## src/hdl/rng_pkg.sv

```systemverilog
package rng_pkg;

	//////////////////////////////////////////////////
	// Widths and sizes

	// Entropy and output word width
	localparam int WORD_W = 32;

	// Buffer entries, also the sampler's starting credit
	localparam int FIFO_DEPTH = 4;
	localparam int FIFO_PTR_W = $clog2(FIFO_DEPTH);

	// Left rotate applied to the key before each fold
	localparam int KEY_ROT = 5;

	//////////////////////////////////////////////////
	// Vector types

	typedef logic [WORD_W-1:0] word_t;

	// Must reach FIFO_DEPTH, so one bit more than the pointer
	typedef logic [2:0] credit_t;
	typedef logic [FIFO_PTR_W-1:0] fifo_ptr_t;

	// Index of the next whitened bit within a word
	typedef logic [$clog2(WORD_W)-1:0] bit_idx_t;

	// Key after reset, first word of the SHA-256 IV
	localparam word_t KEY_INIT = 32'h6a09e667;

	//////////////////////////////////////////////////
	// Link structs and FSM encoding

	// Word offered by the sampler, one entry per push
	typedef struct packed {
		logic  valid;
		word_t data;
	} entropy_push_t;

	// Oldest buffered word as seen by the generator
	typedef struct packed {
		logic  valid;
		word_t data;
	} entropy_head_t;

	typedef enum logic [1:0] {
		GEN_IDLE = 2'd0,
		GEN_MIX  = 2'd1,
		GEN_OUT  = 2'd2
	} gen_state_t;

endpackage

```

## src/hdl/jitter_sampler.sv

```systemverilog
`timescale 1ns/10ps

module jitter_sampler (
	input  logic                  clk,
	input  logic                  rst_n,
	input  logic                  noise_in,
	input  logic                  noise_valid,
	output logic                  noise_ready,
	output rng_pkg::entropy_push_t push,
	input  logic                  credit_return
);

	//////////////////////////////////////////////////
	// Noise intake and von Neumann corrector

	// Set while the first bit of a pair is waiting
	logic pair_have;
	logic pair_first;

	logic bit_take;
	logic white_valid;

	// Intake stalls only while a finished word waits for credit
	assign bit_take = noise_valid && noise_ready;

	// Second bit of a pair; unequal pair emits its first bit
	assign white_valid = bit_take && pair_have && (pair_first != noise_in);

	always_ff @(posedge clk or negedge rst_n) begin
		if (!rst_n) begin
			pair_have <= 1'b0;
		end else if (bit_take) begin
			pair_have <= !pair_have;
		end
	end

	always_ff @(posedge clk) begin
		if (bit_take && !pair_have) begin
			pair_first <= noise_in;
		end
	end

	//////////////////////////////////////////////////
	// Word packer

	rng_pkg::word_t    word_sr;
	rng_pkg::bit_idx_t bit_cnt;
	logic              word_full;

	// Whitened bits enter at the LSB
	always_ff @(posedge clk) begin
		if (white_valid) begin
			word_sr <= {word_sr[rng_pkg::WORD_W-2:0], pair_first};
		end
	end

	always_ff @(posedge clk or negedge rst_n) begin
		if (!rst_n) begin
			bit_cnt   <= '0;
			word_full <= 1'b0;
		end else begin
			// Word leaves on the push edge
			if (push.valid) begin
				word_full <= 1'b0;
			end
			// Count wraps to zero as the 32nd bit lands
			if (white_valid) begin
				bit_cnt <= bit_cnt + 1'b1;
				if (bit_cnt == '1) begin
					word_full <= 1'b1;
				end
			end
		end
	end

	assign noise_ready = !word_full;

	//////////////////////////////////////////////////
	// Credit counter

	rng_pkg::credit_t credit_cnt;

	assign push.valid = word_full && (credit_cnt != '0);
	assign push.data  = word_sr;

	// Push and return together cancel out
	always_ff @(posedge clk or negedge rst_n) begin
		if (!rst_n) begin
			credit_cnt <= rng_pkg::credit_t'(rng_pkg::FIFO_DEPTH);
		end else begin
			case ({push.valid, credit_return})
				2'b10:   credit_cnt <= credit_cnt - 1'b1;
				2'b01:   credit_cnt <= credit_cnt + 1'b1;
				default: credit_cnt <= credit_cnt;
			endcase
		end
	end

	// Buffer never returns more credit than it has entries
	a_credit_bound: assert property (@(posedge clk) disable iff (!rst_n)
		credit_cnt <= rng_pkg::credit_t'(rng_pkg::FIFO_DEPTH));

endmodule

```

## src/hdl/entropy_fifo.sv

```systemverilog
`timescale 1ns/10ps

module entropy_fifo (
	input  logic                   clk,
	input  logic                   rst_n,
	input  rng_pkg::entropy_push_t push,
	output rng_pkg::entropy_head_t head,
	input  logic                   pop,
	output logic                   credit_return
);

	//////////////////////////////////////////////////
	// Storage and pointers

	rng_pkg::word_t mem [rng_pkg::FIFO_DEPTH];

	// Pointers wrap on their own, depth is a power of two
	rng_pkg::fifo_ptr_t wr_ptr;
	rng_pkg::fifo_ptr_t rd_ptr;

	// Occupancy, same range as the credit count
	rng_pkg::credit_t fill;

	always_ff @(posedge clk) begin
		if (push.valid) begin
			mem[wr_ptr] <= push.data;
		end
	end

	always_ff @(posedge clk or negedge rst_n) begin
		if (!rst_n) begin
			wr_ptr <= '0;
			rd_ptr <= '0;
			fill   <= '0;
		end else begin
			if (push.valid) begin
				wr_ptr <= wr_ptr + 1'b1;
			end
			if (pop) begin
				rd_ptr <= rd_ptr + 1'b1;
			end
			case ({push.valid, pop})
				2'b10:   fill <= fill + 1'b1;
				2'b01:   fill <= fill - 1'b1;
				default: fill <= fill;
			endcase
		end
	end

	//////////////////////////////////////////////////
	// Head and credit return

	// Fall through, a word pushed at an edge shows up right after it
	assign head.valid = (fill != '0);
	assign head.data  = mem[rd_ptr];

	// One credit back, one cycle after each pop
	always_ff @(posedge clk or negedge rst_n) begin
		if (!rst_n) begin
			credit_return <= 1'b0;
		end else begin
			credit_return <= pop;
		end
	end

	// Sampler credits must keep pushes off a full buffer
	a_no_overflow: assert property (@(posedge clk) disable iff (!rst_n)
		push.valid |-> fill != rng_pkg::credit_t'(rng_pkg::FIFO_DEPTH));

	// Generator only pops a valid head
	a_no_underflow: assert property (@(posedge clk) disable iff (!rst_n)
		pop |-> fill != '0);

endmodule

```

## src/hdl/reseed_generator.sv

```systemverilog
`timescale 1ns/10ps

module reseed_generator (
	input  logic                   clk,
	input  logic                   rst_n,
	input  rng_pkg::entropy_head_t head,
	output logic                   pop,
	input  logic                   gen_en,
	output logic                   gen_ready,
	output logic                   rng_valid,
	output rng_pkg::word_t         rng_out
);

	//////////////////////////////////////////////////
	// Request handshake

	rng_pkg::gen_state_t state;
	logic                accept;

	// Ready only when idle with a buffered word to fold in
	assign gen_ready = (state == rng_pkg::GEN_IDLE) && head.valid;
	assign accept    = gen_en && gen_ready;

	// Head is consumed on the accepting edge
	assign pop = accept;

	//////////////////////////////////////////////////
	// Key mixing and block counter

	rng_pkg::word_t key;
	rng_pkg::word_t key_rot;
	rng_pkg::word_t block_ctr;

	// Word captured at accept, folded in the MIX state
	rng_pkg::word_t mix_word;

	assign key_rot = (key << rng_pkg::KEY_ROT) |
		(key >> (rng_pkg::WORD_W - rng_pkg::KEY_ROT));

	always_ff @(posedge clk or negedge rst_n) begin
		if (!rst_n) begin
			state     <= rng_pkg::GEN_IDLE;
			key       <= rng_pkg::KEY_INIT;
			block_ctr <= '0;
			rng_valid <= 1'b0;
		end else begin
			rng_valid <= 1'b0;
			case (state)
				rng_pkg::GEN_IDLE: begin
					if (accept) begin
						state <= rng_pkg::GEN_MIX;
					end
				end
				// New key = rotl(key) ^ entropy word
				rng_pkg::GEN_MIX: begin
					key   <= key_rot ^ mix_word;
					state <= rng_pkg::GEN_OUT;
				end
				// Output word goes out with the counter bump
				rng_pkg::GEN_OUT: begin
					rng_valid <= 1'b1;
					block_ctr <= block_ctr + 1'b1;
					state     <= rng_pkg::GEN_IDLE;
				end
				default: begin
					state <= rng_pkg::GEN_IDLE;
				end
			endcase
		end
	end

	always_ff @(posedge clk) begin
		if (accept) begin
			mix_word <= head.data;
		end
		// Key already holds the mixed value here
		if (state == rng_pkg::GEN_OUT) begin
			rng_out <= key ^ block_ctr;
		end
	end

	// Valid rises two edges after accept and samples high at the third
	a_out_latency: assert property (@(posedge clk) disable iff (!rst_n)
		accept |-> ##3 rng_valid);

endmodule

```

## src/hdl/rng_top.sv

```systemverilog
`timescale 1ns/10ps

module rng_top (
	input  logic           clk,
	input  logic           rst_n,
	input  logic           noise_in,
	input  logic           noise_valid,
	output logic           noise_ready,
	input  logic           gen_en,
	output logic           gen_ready,
	output logic           rng_valid,
	output rng_pkg::word_t rng_out
);

	//////////////////////////////////////////////////
	// Internal links

	// Sampler to buffer, credit flow control
	rng_pkg::entropy_push_t push;
	logic                   credit_return;

	// Buffer to generator
	rng_pkg::entropy_head_t head;
	logic                   pop;

	//////////////////////////////////////////////////
	// Producer, buffer, consumer

	jitter_sampler jitter_sampler_i (
		.clk           (clk),
		.rst_n         (rst_n),
		.noise_in      (noise_in),
		.noise_valid   (noise_valid),
		.noise_ready   (noise_ready),
		.push          (push),
		.credit_return (credit_return)
	);

	entropy_fifo entropy_fifo_i (
		.clk           (clk),
		.rst_n         (rst_n),
		.push          (push),
		.head          (head),
		.pop           (pop),
		.credit_return (credit_return)
	);

	reseed_generator reseed_generator_i (
		.clk       (clk),
		.rst_n     (rst_n),
		.head      (head),
		.pop       (pop),
		.gen_en    (gen_en),
		.gen_ready (gen_ready),
		.rng_valid (rng_valid),
		.rng_out   (rng_out)
	);

endmodule

```

## config.mk

```make
export PLATFORM = sky130hd
export DESIGN_NAME = rng_top
export DESIGN_NICKNAME = d
export VERILOG_FILES = /design/src/hdl/rng_pkg.sv /design/src/hdl/jitter_sampler.sv /design/src/hdl/entropy_fifo.sv /design/src/hdl/reseed_generator.sv /design/src/hdl/rng_top.sv
export SDC_FILE = /design/constraint.sdc
export NUM_CORES = 1
export LEC_CHECK = 0
export BUFFER_PORTS_ARGS = -buffer_cell sky130_fd_sc_hd__buf_2
export CAP_MARGIN = 20
export CORE_MARGIN = 1.5
export CORE_UTILIZATION = 50
export CTS_BUF_LIST = sky130_fd_sc_hd__clkbuf_8
export CTS_CLUSTER_SIZE = 24
export DETAILED_ROUTE_END_ITERATION = 16
export GPL_TIMING_DRIVEN = 0
export MAX_ROUTING_LAYER = met4
export PLACE_DENSITY = 0.78
export SETUP_SLACK_MARGIN = 0.2
export SYNTH_ARGS = -nofsm -noshare
export SYNTH_HDL_FRONTEND = slang
export SYNTH_SLANG_ARGS = --single-unit
```

## constraint.sdc

```tcl
create_clock -name clk -period 5.9 [get_ports clk]
set_clock_uncertainty 0.2 [all_clocks]
set_input_delay 0.59 -clock clk [delete_from_list [all_inputs] [get_ports clk]]
set_output_delay 0.59 -clock clk [all_outputs]
set_load 0.005 [all_outputs]
```

==> reports/results.env <==
FMAX_MHz=398
DIE_HEIGHT_UM=156
GRT_USE_TOTAL=0.172
SYN-MEAN-INSTANCE-AREA_UM2=18.3
SYNTH_SEQ_AREA_SHARE=0.761
SYNTH.MUX.AREA_FRACTION=0.0663
INITIAL_UTILIZATION=0.513
NUM_ROWS=55
ANTENNA_FOUND_INITIAL=0
FINALMAXSLEWVIOLATIONS=0
R2R_START='jitter_sampler_i.credit_cnt[0]'
WL_MM=19.0
SYNTH_SEQ_CELLS=310
ROUTEDWLPERCELL_UM=17.5
GRT_PASS1_VIAS=6050
SYNTH_TOP_FAMILY_BY_AREA='XOR/XNOR gates'
CRIT_END='entropy_fifo_i.fill[2]'
SYNTH-EDFF-COUNT=225
SYNTHFLOPTYPE='edfxtp_1'
CLK_PATH_BUF_DEPTH=3
POWER-PER-CELL-AREA_nW_PER_UM2=459
GRT_REMAINING_OVERFLOW=0
SYNTH-WARNING-COUNT=0
HOLD_PATH.CLASS='in2reg'
CLOCK_LATENCY_LATE_SINK_PS=560
STATUS='complete, no violations'
DRC_ERRORS=0
POST_SYNTH_NUM_CELL_TYPES=33
PATH_MAX_FANOUT=8
POST_ROUTE_CELLS_DRIVE_ABOVE_1_SHARE=0.227
GRT_MAX_DEGREE=73
PLACE.DETAILED.HPWL_MM=12.0
CTSROOTBUFFERMASTER='clkbuf_8'
DRT-PASS1-ITER-COUNT=4
TIMING.REG2REG.SETUP_SLACK_PS=3390
TIGHTESTPINTRANSITION_PS=900
CRITPATHLAUNCHTYPE='register'
CAP_VIOL_MAX_COUNT=0
WORSTPATHCELLLIST='nor3_1 -> nor2_1 -> inv_1 -> ha_1 -> inv_1 -> fa_1 -> xor2_1 -> nor2_1 -> xor2_1'
TIMING_WORST_SETUP_PATH_TYPE='reg2reg'
SEQCELLAREA_UM2=8900
FINISH.NET_COUNT=750
FILLERINSTANCES=1610
AREA.GROWTH.SYNTH_TO_FINAL_PCT=13.9
YOSYSMOSTFREQUENTCELL='edfxtp_1'
GRT_SETUP_UNREPAIRED='false'
SYN_NETS=654
SYNTH_TOP_CELL_BY_AREA='edfxtp_1'
PORTS_PLACED_ON_THE_BOUNDARY=40
COMPOUND_GATE_FRACTION_OF_SYNTH_AREA=0.0149
CTS.SINK_COUNT=310
SYNTH_AREA_LEADERS='edfxtp_1, dfrtp_1, mux4_2, xnor2_1, dfstp_2'
DETAILROUTE.VIA_COUNT=5595
FIN_SETUP_TNS_PS=0
YS_TOP_CELLS_BY_COUNT='edfxtp_1, dfrtp_1, xnor2_1, xor2_1, nand2_1'
LEAKAGEPOWER_nW=5.01
R2R_CELLS=9
INSERTEDDIODECOUNT=0
DRTANTENNAVIOLNETS=0
END_KIND='register'
POST_SYNTHESIS_CELL_AREA_UM2=11700
FRACTION_OF_REGISTERS_WITH_ASYNC_SET_RESET=0.274
TIMING.RR.END='entropy_fifo_i.fill[2]'
TIMING.FINAL.WS_SETUP_PS=3390
FINISH_STAGE_SETUP_VIOLS=0
SLEW_HEADROOM=0.400
CRITICAL_PATH.MAX_STAGE_DELAY_PS=420
SYNTH_ADDER_AREA_SHARE=0.0131
ROUTED_VIA_DENSITY=5.16
WORST_EP_REQUIRED_TIME_PS=6170
FINALWEIGHTEDCONGESTION=0.831
SETUP.WORST_PATH.START='jitter_sampler_i.credit_cnt[0]'
DIE_X_UM=156
LAYOUT_MIN_CYCLE_TIME_PS=2510
CTS_RESIZED=0
DPL_WORST_SLACK_PS=3390
CORE_AREA_UM2=22800
MAX-VDD-IR-DROP_mV=0.173
HOLD_VIOL_FINAL=0
GRT_FIRST_PASS_WIRELENGTH_MM=31.2
TRITONCTS='yes'
CP_MAX_DELAY_CELL='dfrtp_1'
AREA_OF_COMBINATIONAL_CELLS_WITH_MULTIPLE_INPUTS_UM2=2690
SYNTH_TOP_AREA_SHARE=0.578
POST_CTS_HOLD_BUFFER_COUNT=2
CTS_INSERTED_BUFFERS=48
CP.ARRIVAL_PS=2780
SYNTH_SIMPLE_GATE_AREA_SHARE=0.0522
TIMING.FINAL.CRIT_SHARE=0.425
CLOCK_PIN_SLEW_REPORTED_FOR_THE_WORST_SETUP_AND_HOLD_PATHS_AFTER_CLOCK_TREE_SYNTHESIS_PS=60
POST-CTS-SETUP-BUFFERS=0
PORT_BUFFERS=39
DRT_ITER0_DRC=304
CTS.HTREE.LEVELS=2
FP.DIEAREA_UM2=24300
SYN-INSTANCE-COUNT=638
SYNTH-XOR-AREA-SHARE=0.0816
-- layout by cell type, fill, tap and decap left out, types with 6 or more instances in the layout --
cell / netlist / final
clkinv_1: 0 / 6
xor2_1: 44 / 44
clkbuf_1: 13 / 12
ha_1: 9 / 9
dfstp_2: 17 / 17
nand4_1: 12 / 12
nand2_1: 43 / 43
edfxtp_1: 225 / 225
xnor2_1: 65 / 65
and3_1: 7 / 7
mux4_2: 32 / 32
clkbuf_8: 0 / 55
buf_2: 5 / 43
o21ai_0: 33 / 33
dfrtp_1: 68 / 68
inv_1: 10 / 32
nand3_1: 10 / 10
nor2_1: 6 / 6
-- routing by layer --
layer | up-vias | global-route usage | part of all wire
met5 | - | - | 0
met4 | 0 | 0.0785 | 0.034
met3 | 53 | 0.0367 | 0.048
met2 | 165 | 0.293 | 0.51
met1 | 2804 | 0.197 | 0.40
li1 | 2573 | - | -
-- per-stage QoR --
stage	power, mW	area, µm²	utilization	hold slack [ps]	instances
after detailed placement	4.52	12400	0.545	258	995
after global placement	4.42	12300	0.539	253	990
after CTS	6.17	13300	0.585	73.7	1085
after global routing	6.44	13300	0.585	90.2	1085
final	6.11	13300	0.585	109	1085
after floorplan	4.06	11700	-	94.4	638
-- flip-flops by register name, indices dropped and copies added, names as in the netlist, 3 cells and up --
signal / cells
entropy_fifo_i.mem: 128
reseed_generator_i.key: 32
reseed_generator_i.mix_word: 32
reseed_generator_i.rng_out: 32
entropy_fifo_i.fill: 3
jitter_sampler_i.word_sr: 32
jitter_sampler_i.bit_cnt: 5
jitter_sampler_i.credit_cnt: 3
reseed_generator_i.block_ctr: 32
-- worst max-delay path, delay by kind of cell (launching register included) --
| kind | cells | cell delay [ps] |
|---|---|---|
| adder cells (fa/ha/maj) | 2 | 580 |
| buffers and inverters | 2 | 220 |
| AND/OR/NAND/NOR | 3 | 670 |
| XOR/XNOR | 2 | 330 |
| flip-flops | 1 | 420 |
-- cells by family after synthesis --
| logic type | Yosys count |
|---|---|
| fa+ha+maj | 11 |
| mux | 37 |
| xor+xnor | 109 |
| flops | 310 |
| simple gates | 108 |
| compound gates | 34 |
| buf+inv | 29 |
-- layout make-up --
class                   instances  share of cell area
plain buffers                  19             0.00648
clock buffers                  55              0.0568
clock inverters                33              0.0107
inverters                      10             0.00282
multi-input cells             299               0.202
flip-flops and latches        310               0.668
well taps                     313              0.0294
repair buffers                 46              0.0233
-- power breakdown --
group | switching, mW | leakage (nW) | internal, mW
combinational | 0.632 | 1.35 | 0.605
sequential | 0.326 | 3.12 | 2.91
clock | 0.784 | 0.541 | 0.853
-- worst min-delay path by stage --
stage                                     start                            to  slack (ps)  cells past startpoint
detailed placement                        rst_n   jitter_sampler_i.bit_cnt[4]         260                      1
CTS                                      gen_en   reseed_generator_i.state[0]          70                      2
global placement    jitter_sampler_i.bit_cnt[3]   jitter_sampler_i.bit_cnt[3]         250                      1
finish                                   gen_en   reseed_generator_i.state[0]         110                      2
floorplan                                 rst_n  entropy_fifo_i.credit_return          90                      0
global route                             gen_en   reseed_generator_i.state[0]          90                      2
Note: power is estimated with default switching activity, not from simulation.
